$ cat src/verilog/mif_pkg.sv
`default_nettype none

package mif_pkg;

    ////////////////////////////////////////////////////////////
    // Sizes of the controller port 0 data path
    ////////////////////////////////////////////////////////////

    // 128-bit user data bus
    localparam int unsigned BYTE_PER_WORD = 16;
    // Words per burst command, at least 2
    localparam int unsigned BURST_LENGTH = 16;
    localparam int unsigned BYTE_PER_CMD = BYTE_PER_WORD * BURST_LENGTH;

    // UXGA at 16 bits per pixel
    localparam int unsigned UXGA_FRAME_BYTES = 1600 * 1200 * 2;

    // Vectors with a meaning of their own
    typedef logic [29:0]  byte_addr_t;
    typedef logic [127:0] pix_word_t;
    typedef logic [6:0]   burst_cnt_t;
    typedef logic [5:0]   burst_len_t;

    // Controller command codes
    typedef enum logic [2:0] {
        MCB_WRITE = 3'b000,
        MCB_READ  = 3'b001
    } mcb_instr_t;

    ////////////////////////////////////////////////////////////
    // FSM encodings
    ////////////////////////////////////////////////////////////

    typedef enum logic [1:0] {WR_IDLE, WR_PUSH, WR_ISSUE} wr_state_t;

    typedef enum logic [1:0] {RD_IDLE, RD_WAIT_DATA, RD_WAIT_DRAIN, RD_ISSUE} rd_state_t;

    typedef enum logic {ISSUE_WAIT, ISSUE_ACT} issue_state_t;

    // Burst request from a channel to the arbiter
    typedef struct packed {
        logic       req;
        byte_addr_t byte_addr;
    } issue_req_t;

    // Command word on the controller port
    typedef struct packed {
        mcb_instr_t instr;
        byte_addr_t byte_addr;
    } mcb_cmd_t;

endpackage

`default_nettype wire
$ cat src/verilog/memif.sv
`default_nettype none
`timescale 1ns/100ps

module memif import mif_pkg::*; #(
    // Whole number of bursts
    parameter int unsigned FRAME_BYTES = UXGA_FRAME_BYTES
) (
    input  logic       clk_mif,
    input  logic       sys_rst,
    input  logic       vsync,
    // Pixel input
    input  pix_word_t  pix_write,
    input  logic       pix_write_valid,
    output logic       pix_write_ready,
    // Pixel output
    output pix_word_t  pix_read,
    output logic       pix_read_valid,
    input  logic       pix_read_ready,
    // Controller port 0 command
    output logic       mcb_cmd_en,
    output mcb_cmd_t   mcb_cmd,
    output burst_len_t mcb_cmd_bl,
    input  logic       mcb_cmd_full,
    // Controller port 0 write data
    output logic       mcb_wr_en,
    output pix_word_t  mcb_wr_data,
    input  logic       mcb_wr_full,
    // Controller port 0 read data
    output logic       mcb_rd_en,
    input  pix_word_t  mcb_rd_data,
    input  logic       mcb_rd_empty
);

    issue_req_t wr_req;
    issue_req_t rd_req;
    logic       wr_done;
    logic       rd_done;

    // Every command moves a fixed burst
    assign mcb_cmd_bl = burst_len_t'(BURST_LENGTH - 1);

    ////////////////////////////////////////////////////////////
    // Frame writer, reader and the shared command port
    ////////////////////////////////////////////////////////////

    mif_wr_channel #(
        .FRAME_BYTES (FRAME_BYTES)
    ) i_wr_channel (
        .clk_mif         (clk_mif),
        .sys_rst         (sys_rst),
        .vsync           (vsync),
        .pix_write       (pix_write),
        .pix_write_valid (pix_write_valid),
        .pix_write_ready (pix_write_ready),
        .mcb_wr_en       (mcb_wr_en),
        .mcb_wr_data     (mcb_wr_data),
        .mcb_wr_full     (mcb_wr_full),
        .wr_req          (wr_req),
        .wr_done         (wr_done)
    );

    mif_rd_channel #(
        .FRAME_BYTES (FRAME_BYTES)
    ) i_rd_channel (
        .clk_mif        (clk_mif),
        .sys_rst        (sys_rst),
        .vsync          (vsync),
        .pix_read       (pix_read),
        .pix_read_valid (pix_read_valid),
        .pix_read_ready (pix_read_ready),
        .mcb_rd_en      (mcb_rd_en),
        .mcb_rd_data    (mcb_rd_data),
        .mcb_rd_empty   (mcb_rd_empty),
        .rd_req         (rd_req),
        .rd_done        (rd_done)
    );

    mif_cmd_arbiter i_cmd_arbiter (
        .clk_mif      (clk_mif),
        .sys_rst      (sys_rst),
        .rd_req       (rd_req),
        .wr_req       (wr_req),
        .rd_done      (rd_done),
        .wr_done      (wr_done),
        .mcb_cmd_en   (mcb_cmd_en),
        .mcb_cmd      (mcb_cmd),
        .mcb_cmd_full (mcb_cmd_full)
    );

endmodule

`default_nettype wire

$ cat src/verilog/mif_cmd_arbiter.sv
`default_nettype none
`timescale 1ns/100ps

module mif_cmd_arbiter import mif_pkg::*; (
    input  logic       clk_mif,
    input  logic       sys_rst,
    // Channel requests and their acknowledges
    input  issue_req_t rd_req,
    input  issue_req_t wr_req,
    output logic       rd_done,
    output logic       wr_done,
    // Controller command port
    output logic       mcb_cmd_en,
    output mcb_cmd_t   mcb_cmd,
    input  logic       mcb_cmd_full
);

    issue_state_t issue_state;
    logic         rd_win;
    logic         wr_win;

    ////////////////////////////////////////////////////////////
    // Selection
    ////////////////////////////////////////////////////////////

    // Reads always first
    assign rd_win = !mcb_cmd_full && rd_req.req;

    // Write only behind the reader, unread frame data stays intact
    assign wr_win = !mcb_cmd_full && !rd_req.req && wr_req.req
                    && (wr_req.byte_addr < rd_req.byte_addr);

    ////////////////////////////////////////////////////////////
    // Issue FSM, at most one command every second cycle
    ////////////////////////////////////////////////////////////

    always_ff @(posedge clk_mif) begin
        if (sys_rst) begin
            issue_state <= ISSUE_WAIT;
            mcb_cmd_en  <= 1'b0;
            rd_done     <= 1'b0;
            wr_done     <= 1'b0;
        end else begin
            case (issue_state)
                ISSUE_WAIT: begin
                    if (rd_win || wr_win) begin
                        mcb_cmd_en  <= 1'b1;
                        issue_state <= ISSUE_ACT;
                    end
                    rd_done <= rd_win;
                    wr_done <= wr_win;
                end
                ISSUE_ACT: begin
                    // Strobes last exactly one cycle
                    mcb_cmd_en  <= 1'b0;
                    rd_done     <= 1'b0;
                    wr_done     <= 1'b0;
                    issue_state <= ISSUE_WAIT;
                end
                default: issue_state <= ISSUE_WAIT;
            endcase
        end
    end

    // Command word, only looked at while mcb_cmd_en is high
    always_ff @(posedge clk_mif) begin
        if (issue_state == ISSUE_WAIT) begin
            if (rd_win) begin
                mcb_cmd <= '{instr: MCB_READ, byte_addr: rd_req.byte_addr};
            end else if (wr_win) begin
                mcb_cmd <= '{instr: MCB_WRITE, byte_addr: wr_req.byte_addr};
            end
        end
    end

endmodule

`default_nettype wire

$ cat src/verilog/mif_rd_channel.sv
`default_nettype none
`timescale 1ns/100ps

module mif_rd_channel import mif_pkg::*; #(
    parameter int unsigned FRAME_BYTES = UXGA_FRAME_BYTES
) (
    input  logic       clk_mif,
    input  logic       sys_rst,
    input  logic       vsync,
    // Outgoing pixel stream
    output pix_word_t  pix_read,
    output logic       pix_read_valid,
    input  logic       pix_read_ready,
    // Controller read FIFO
    output logic       mcb_rd_en,
    input  pix_word_t  mcb_rd_data,
    input  logic       mcb_rd_empty,
    // Burst request to the arbiter
    output issue_req_t rd_req,
    input  logic       rd_done
);

    rd_state_t  rd_state;
    byte_addr_t rd_addr;

    // Pop and present in the same cycle, FIFO head is already valid
    assign mcb_rd_en      = !mcb_rd_empty && pix_read_ready;
    assign pix_read_valid = !mcb_rd_empty && pix_read_ready;
    assign pix_read       = mcb_rd_data;

    ////////////////////////////////////////////////////////////
    // Burst FSM
    ////////////////////////////////////////////////////////////

    // One burst in flight at a time
    // The next read goes out once the previous one has drained to the sink
    always_ff @(posedge clk_mif) begin
        if (sys_rst) begin
            rd_state <= RD_IDLE;
            rd_addr  <= '0;
        end else begin
            case (rd_state)
                RD_IDLE: begin
                    if (vsync) begin
                        rd_addr  <= '0;
                        rd_state <= RD_WAIT_DRAIN;
                    end
                end
                RD_WAIT_DATA: begin
                    // First word of the burst has landed
                    if (!mcb_rd_empty) begin
                        rd_state <= RD_WAIT_DRAIN;
                    end
                end
                RD_WAIT_DRAIN: begin
                    // Sink still taking data, FIFO fully drained
                    if (pix_read_ready && mcb_rd_empty) begin
                        rd_state <= RD_ISSUE;
                    end
                end
                RD_ISSUE: begin
                    if (rd_done) begin
                        // After the last burst the address rests at the frame end,
                        // which lets the writer finish the frame
                        rd_addr <= rd_addr + byte_addr_t'(BYTE_PER_CMD);
                        if (rd_addr == byte_addr_t'(FRAME_BYTES - BYTE_PER_CMD)) begin
                            rd_state <= RD_IDLE;
                        end else begin
                            rd_state <= RD_WAIT_DATA;
                        end
                    end
                end
                default: rd_state <= RD_IDLE;
            endcase
        end
    end

    assign rd_req = '{req: (rd_state == RD_ISSUE), byte_addr: rd_addr};

endmodule

`default_nettype wire

$ cat src/verilog/mif_wr_channel.sv
`default_nettype none
`timescale 1ns/100ps

module mif_wr_channel import mif_pkg::*; #(
    parameter int unsigned FRAME_BYTES = UXGA_FRAME_BYTES
) (
    input  logic       clk_mif,
    input  logic       sys_rst,
    input  logic       vsync,
    // Incoming pixel stream
    input  pix_word_t  pix_write,
    input  logic       pix_write_valid,
    output logic       pix_write_ready,
    // Controller write FIFO
    output logic       mcb_wr_en,
    output pix_word_t  mcb_wr_data,
    input  logic       mcb_wr_full,
    // Burst request to the arbiter
    output issue_req_t wr_req,
    input  logic       wr_done
);

    wr_state_t  wr_state;
    byte_addr_t wr_addr;
    burst_cnt_t wr_count;
    logic       burst_take;

    // Accept only while a frame is being stored and the FIFO has room
    assign pix_write_ready = pix_write_valid && !mcb_wr_full && (wr_state != WR_IDLE);

    // A full burst sits in the FIFO and is handed to the arbiter
    assign burst_take = (wr_state == WR_PUSH) && (wr_count >= burst_cnt_t'(BURST_LENGTH));

    ////////////////////////////////////////////////////////////
    // Write FIFO push, one cycle behind acceptance
    ////////////////////////////////////////////////////////////

    always_ff @(posedge clk_mif) begin
        if (sys_rst) begin
            mcb_wr_en <= 1'b0;
        end else begin
            mcb_wr_en <= pix_write_ready;
        end
    end

    // Data word follows the enable
    always_ff @(posedge clk_mif) begin
        mcb_wr_data <= pix_write;
    end

    // Words in the FIFO not yet claimed by a command
    // Leftovers carry into the next frame, keeping acceptance order
    always_ff @(posedge clk_mif) begin
        if (sys_rst) begin
            wr_count <= '0;
        end else if (burst_take) begin
            wr_count <= wr_count + burst_cnt_t'(mcb_wr_en) - burst_cnt_t'(BURST_LENGTH);
        end else begin
            wr_count <= wr_count + burst_cnt_t'(mcb_wr_en);
        end
    end

    ////////////////////////////////////////////////////////////
    // Burst FSM
    ////////////////////////////////////////////////////////////

    always_ff @(posedge clk_mif) begin
        if (sys_rst) begin
            wr_state <= WR_IDLE;
            wr_addr  <= '0;
        end else begin
            case (wr_state)
                WR_IDLE: begin
                    if (vsync) begin
                        wr_addr  <= '0;
                        wr_state <= WR_PUSH;
                    end
                end
                WR_PUSH: begin
                    if (burst_take) begin
                        wr_state <= WR_ISSUE;
                    end
                end
                WR_ISSUE: begin
                    // Hold the request until the arbiter has sent it
                    if (wr_done) begin
                        wr_addr <= wr_addr + byte_addr_t'(BYTE_PER_CMD);
                        if (wr_addr == byte_addr_t'(FRAME_BYTES - BYTE_PER_CMD)) begin
                            wr_state <= WR_IDLE;
                        end else begin
                            wr_state <= WR_PUSH;
                        end
                    end
                end
                default: wr_state <= WR_IDLE;
            endcase
        end
    end

    assign wr_req = '{req: (wr_state == WR_ISSUE), byte_addr: wr_addr};

endmodule

`default_nettype wire

$ cat config.mk
export PLATFORM = sky130hd
export DESIGN_NAME = memif
export DESIGN_NICKNAME = d
export VERILOG_FILES = /design/src/verilog/mif_pkg.sv /design/src/verilog/memif.sv /design/src/verilog/mif_cmd_arbiter.sv /design/src/verilog/mif_rd_channel.sv /design/src/verilog/mif_wr_channel.sv
export SDC_FILE = /design/constraint.sdc
export NUM_CORES = 1
export LEC_CHECK = 0
export BUFFER_PORTS_ARGS = -buffer_cell sky130_fd_sc_hd__buf_2
export CORE_AREA = 2 2 222 224
export DETAILED_ROUTE_END_ITERATION = 6
export DIE_AREA = 0 0 224 226
export GPL_TIMING_DRIVEN = 0
export PLACE_DENSITY_LB_ADDON = 0.12
export SLEW_MARGIN = 5
export SYNTH_ARGS = -nofsm -noshare
export SYNTH_HDL_FRONTEND = slang
export SYNTH_SLANG_ARGS = --single-unit
$ cat constraint.sdc
create_clock -name clk_mif -period 5.8 [get_ports clk_mif]
set_input_delay 0.29 -clock clk_mif [delete_from_list [all_inputs] [get_ports clk_mif]]
set_output_delay 0.29 -clock clk_mif [all_outputs]
set_load 0.1 [all_outputs]
# Yosys cells after proc, flatten, opt, wreduce, memory -nomap -nowiden
# Cells that the tools add are included.
# totals
ff_bits,235
latchBits,0
mem_bits_rw,0
romBits,0
wordCells,85
memories,0
# op_classes
addsub,4
mul,0
div,0
order_cmp,2
n_eq_ne,15
shifts,0
n_mux,25
bitwise,1
n_reduce_logical,25
# op_table
cell,n
2-to-1 mux 30 bit,4
one-hot mux 30 bit (2 select lines),2
"adder 30 x 9 -> 30 bit, second input constant",2
"equality test 30 x 22 -> 1 bit, second input constant",2
2-to-1 mux 31 bit,1
< comparator 30 bit,1
2-to-1 mux 2 bit,7
"inequality test 2 bit, second input constant",5
logical AND 1 bit,9
AND reduction 3 bit,3
one-hot mux 1 bit (2 select lines),4
one-hot mux 2 bit (4 select lines),1
nonzero test 2 bit,4
adder 7 x 1 -> 7 bit,1
">= comparator 7 x 5 -> 1 bit, second input constant",1
2-to-1 mux 7 bit,1
"subtractor 7 x 5 -> 7 bit, second input constant",1
"equality test 2 bit, second input constant",3
"inequality test 2 x 1 -> 1 bit, second input constant",3
one-hot mux 2 bit (3 select lines),1
"equality test 2 x 1 -> 1 bit, second input constant",2
zero test 1 bit,4
zero test 2 bit,2
2-to-1 mux 1 bit,4
other kinds (4),4

# Logic depth before layout (Yosys ltp)
# logic_depth
depth_word,8
ltp_mapped,8

# Cells and area by module
# Synthesis repeated with hierarchy kept, for this count alone.
# hier_totals
hier_cells,833
hier_area_um2,8784.7
# modules_own_cells
module,n_inst,cells_each,area_each_um2,seq_area_each_um2
mif_wr_channel,1,320,4262.8,3203.1
mif_rd_channel,1,288,2352.3,480.5
mif_cmd_arbiter,1,217,2117.0,1011.0
memif,1,8,52.6,0.0

# Worst setup path before layout
# No wires, ideal clock.
# synth_timing
path_type,flip-flop to flip-flop
from,register i_wr_channel.wr_state[0]
to,register i_wr_channel.mcb_wr_en
setup_ps,75
arrival_ps,3112
required_ps,5725
path_slack_ps,2613
path_stages_with_launch,5
cell_sequence,dfxtp_1 > clkbuf_1 > nor2_1 > nor3b_1 > nor2b_1
# synth_between
elab_chain_cells,2
# synth_lines
item,line,rtl
start: declaration,mif_wr_channel.sv:23,wr_state_t wr_state;
start signal: assignment,mif_wr_channel.sv:69,wr_state <= WR_IDLE;
start signal: assignment,mif_wr_channel.sv:76,wr_state <= WR_PUSH;
start signal: assignment,mif_wr_channel.sv:81,wr_state <= WR_ISSUE;
nonzero test 2 bit,mif_wr_channel.sv:29,assign pix_write_ready = pix_write_valid && !mcb_wr_full && (wr_state != WR_IDLE);
logical AND 1 bit,mif_wr_channel.sv:29,
via pix_write_ready,memif.sv:14,"output logic pix_write_ready,"
end signal: assignment,mif_wr_channel.sv:42,mcb_wr_en <= pix_write_ready;
end: declaration,mif_wr_channel.sv:15,"output logic mcb_wr_en,"
# The timed path passes the listed nets, and every way through them passes these cells.
# A chain may end at the register's enable or synchronous reset.

# Final worst setup path
# layout_timing
from,register i_rd_channel.rd_addr[17]
to,register i_cmd_arbiter.mcb_cmd[16] (netlist name)
# layout_between
elab_chain_cells,4
# layout_lines
item,line,rtl
start: declaration,mif_rd_channel.sv:24,byte_addr_t rd_addr;
start signal: assignment,mif_rd_channel.sv:65,rd_addr <= rd_addr + byte_addr_t'(BYTE_PER_CMD);
< comparator 30 bit,mif_cmd_arbiter.sv:31,&& (wr_req.byte_addr < rd_req.byte_addr);
logical AND 1 bit,mif_cmd_arbiter.sv:31,
nonzero test 2 bit (no line),n/a,
AND reduction 2 bit (no line),n/a,
# Every way passes these cells.

==> key figures <==
Synth
  • Mapped Area: 7970 um2
  • Post-synth ARST share: 0%
  • Mapped Cells: 749
  • Ys flop type: dfxtp_1
  • Register area share after synthesis: between 50% and 60%
  • Syn. warnings: 0
  • Seq cells post-synth: 211
  • Largest cells by area after synthesis: dfxtp_1 47%, buf_4 14%, edfxtp_1 8.7%
  • Post-synth top area cell: dfxtp_1
  • Distinct cells, synth: 55
  • Share of the synthesized area in the top cell type: a little under half
  • Post-synth EDFFs: 23
  • Syn avg cell area: 10.6 um2

STA
  • Final hold vios: 0
  • Slew @ Worst Pin: 0.867 ns
  • Period utilization: 55.1%
  • Min Tclk post-route: 3.19 ns
  • Worst rel slew slack: a little over two fifths
  • F_max: about 310 MHz
  • RSZ-0062 raised after global routing: no
  • # setup viols final: 0
  • Setup tns final: 0 ns
  • Clock skew: 0.0118 ns
  • Max Slew Vio Count: 0

Clock network
  • H-tree levels: 1
  • Setup Buffers After CTS: 0
  • Hold_buf cts: 128
  • Post-CTS resize count: 0
  • CTS Buffer Depth: 3
  • CTS Root Cell: clkbuf_16
  • Worst-skew pair later-pin latency: 0.55 ns
  • Inserted Clock Buffers: 27
  • Clock sinks: roughly 210
  • CTS tree: yes
  • CTS clk-pin slew, worst paths: 0.05 ns

GRT
  • First-pass GRT wire length: roughly 47000 um
  • Initial antenna violation count: 3
  • Total GRT Usage: 13.0%
  • Total gr overflow: 0
  • Vias in the first global route: 7175
  • Largest net degree at the start of global routing: 24

Cells and area
  • Most common cell after layout, fill and taps aside: buf_2
  • Util after Layout: 27.2%
  • Most frequent cells in the layout: 426 x buf_2, 188 x dfxtp_1, 146 x buf_4, 128 x dlygate4sd3_1, 54 x nor2_1
  • Area grow syn2layout: 65.0%
  • Final #Nets: 1630
  • Layout cell share with drive strength beyond 1: 46.5%
  • Fillers: 5192

Die
  • Die Height: 226 um
  • Die area: 50600 um2
  • Core footprint: 48300 um2
  • Row count: 81
  • Initial Util: between 10% and 20%
  • Horiz. Die Dim: 224 um
  • I/O Pins: 564

Critical path
  • Delay-heaviest family, CP: compound AO/OA/AOI/OAI gates
  • Critical path class: register to register
  • Crit path max fanout: 23
  • Crit path launch type: register
  • Crit-path slowest cell: a21oi_4
  • Crit path buf inv count: 1
  • WP data arrival: 3.37 ns
  • Worst-path cell chain: inv_1 -> ha_1 -> a21oi_1 -> o21ai_0 -> a221oi_1 -> o2111ai_1 -> a21oi_4
  • Critical path required time: 5.97 ns
  • CP max stage delay: 0.78 ns
  • Element type at the critical path end: register

Status
  • Status: completed

Hold path
  • Hold Crit Class: input port to register

Routing
  • Via count: 7175
  • WL met2: roughly 19000 um
  • Antenna Nets Post-Route: 0
  • Drt drc: 0
  • Met1 Wirelength: around 13000 um
  • Routed wire length: about 35000 um
  • Uppermost layer routed: met5
  • First-pass iteration count of the detailed router: 4
  • Starting DRT DRC Count: 222
  • WL/cell: approximately 18 um
  • DR vias/cell: 3.62
  • Met3 WL: 1790 um

Run
  • Max_cap viols: 0

Place
  • Post-DP HPWL: around 29000 um
  • RePlAce Congestion: 0.778
  • Port Buf Inserts: roughly 420

Power and ir drop
  • LEAKAGE: 0.00589 uW
  • Max IR drop VDD: 0.126 mV
  • Power per cell area: 339 nW/um2
-- per-layer routing --
metal,global-route usage [%],vias up
li1,-,3535
met1,14.7,3317
met4,4.22,2
met3,2.30,43
met5,0,-
met2,24.4,278
-- state kept, by name, summed over array words and instances (netlist names) --
signal and flops:
i_wr_channel.mcb_wr_data 128, i_cmd_arbiter.mcb_cmd 23, i_rd_channel.rd_addr 22, i_wr_channel.wr_addr 22, i_wr_channel.wr_count 7, i_rd_channel.rd_state 2
i_wr_channel.wr_state 2, i_cmd_arbiter.issue_state 1, i_cmd_arbiter.mcb_cmd_en 1, i_cmd_arbiter.rd_done 1, i_cmd_arbiter.wr_done 1, i_wr_channel.mcb_wr_en 1
-- worst paths after layout --
check | slack [ns] | cells past startpoint | from | end
worst min-delay path | 0.03 | 3 | mcb_wr_full | i_wr_channel.mcb_wr_en$_SDFF_PP0_
worst min register to register | 0.50 | 2 | i_rd_channel.rd_addr[8]$_SDFFE_PP0P_ | i_rd_channel.rd_addr[8]$_SDFFE_PP0P_
worst max register to register | 2.61 | 7 | i_rd_channel.rd_addr[17]$_SDFFE_PP0P_ | i_cmd_arbiter.mcb_cmd[16]$_DFFE_PP_
worst max-delay path | 2.61 | 7 | i_rd_channel.rd_addr[17]$_SDFFE_PP0P_ | i_cmd_arbiter.mcb_cmd[16]$_DFFE_PP_
-- worst register-to-register path, cell delays in order (launching register included) --
cell	delay (ns)
dfxtp_1	0.49
inv_1	0.18
ha_1	0.34
a21oi_1	0.13
o21ai_0	0.12
a221oi_1	0.42
o2111ai_1	0.32
a21oi_4	0.78
-- logic make-up (layout without fill, tap and decap cells) --
| family | after synthesis | count (layout) | synth area share [%] |
|---|---|---|---|
| flops | 211 | 211 | 55.9 |
| simple gates | 205 | 205 | 13.4 |
| xor+xnor | 41 | 41 | 4.51 |
| compound gates | 65 | 65 | 5.12 |
| buf+inv | 194 | 790 | 16.2 |
| mux | 4 | 4 | 0.534 |
| fa+ha+maj | 27 | 27 | 4.24 |
| other cells | 2 | 18 | 0.0943 |
-- synthesized netlist by cell type (2+ instances only) --
cell,number
and3_1,3
or3_1,4
and4_1,7
o2111ai_1,2
buf_4,146
buf_2,7
dfxtp_1,188
xor2_1,9
conb_1,2
a21oi_1,18
mux2i_1,2
nand4_1,13
xnor2_1,32
a2111oi_0,2
inv_1,30
nor2b_1,5
nand2_1,51
nor4_1,12
or3b_1,2
or2_2,3
nand3_1,17
o21a_1,2
nor4_2,7
nor3_1,18
o211ai_1,2
o21ai_0,27
ha_1,27
clkbuf_1,8
nor2_1,54
edfxtp_1,23
a211oi_1,2
-- where the power goes --
group	switching (uW)	internal [uW]	total (uW)
registers	18.5	1530	1550
clock network	672	1110	1790
logic	899	227	1130
-- per-stage QoR --
| stage | area [um2] | instances | power (uW) | hold WS [ns] | setup WS (ns) |
|---|---|---|---|---|---|
| floorplan | 8020 | 763 | 2450 | 0.318 | 2.61 |
| global placement | 10900 | 1804 | 2640 | 0.393 | 1.24 |
| detailed placement | 10900 | 1804 | 2640 | 0.394 | 2.45 |
| CTS | 13100 | 1981 | 4540 | 0.000581 | 2.45 |
| global route | 13100 | 1981 | 4620 | 0.0357 | 2.36 |
| finish | 13100 | 1983 | 4460 | 0.0346 | 2.61 |
-- final cells by class --
type	instances	area [um2]	share of cell area (%)
inverters	31	116	0.885
clock buffers	37	774	5.89
plain buffers	163	1180	8.95
repair buffers	547	3380	25.7
diodes	2	5.00	0.0381
multi-input cells	358	2280	17.4
flip-flops and latches	211	4450	33.9
clock inverters	12	179	1.36
well taps	622	778	5.92
(Power assumes the default switching activity.)
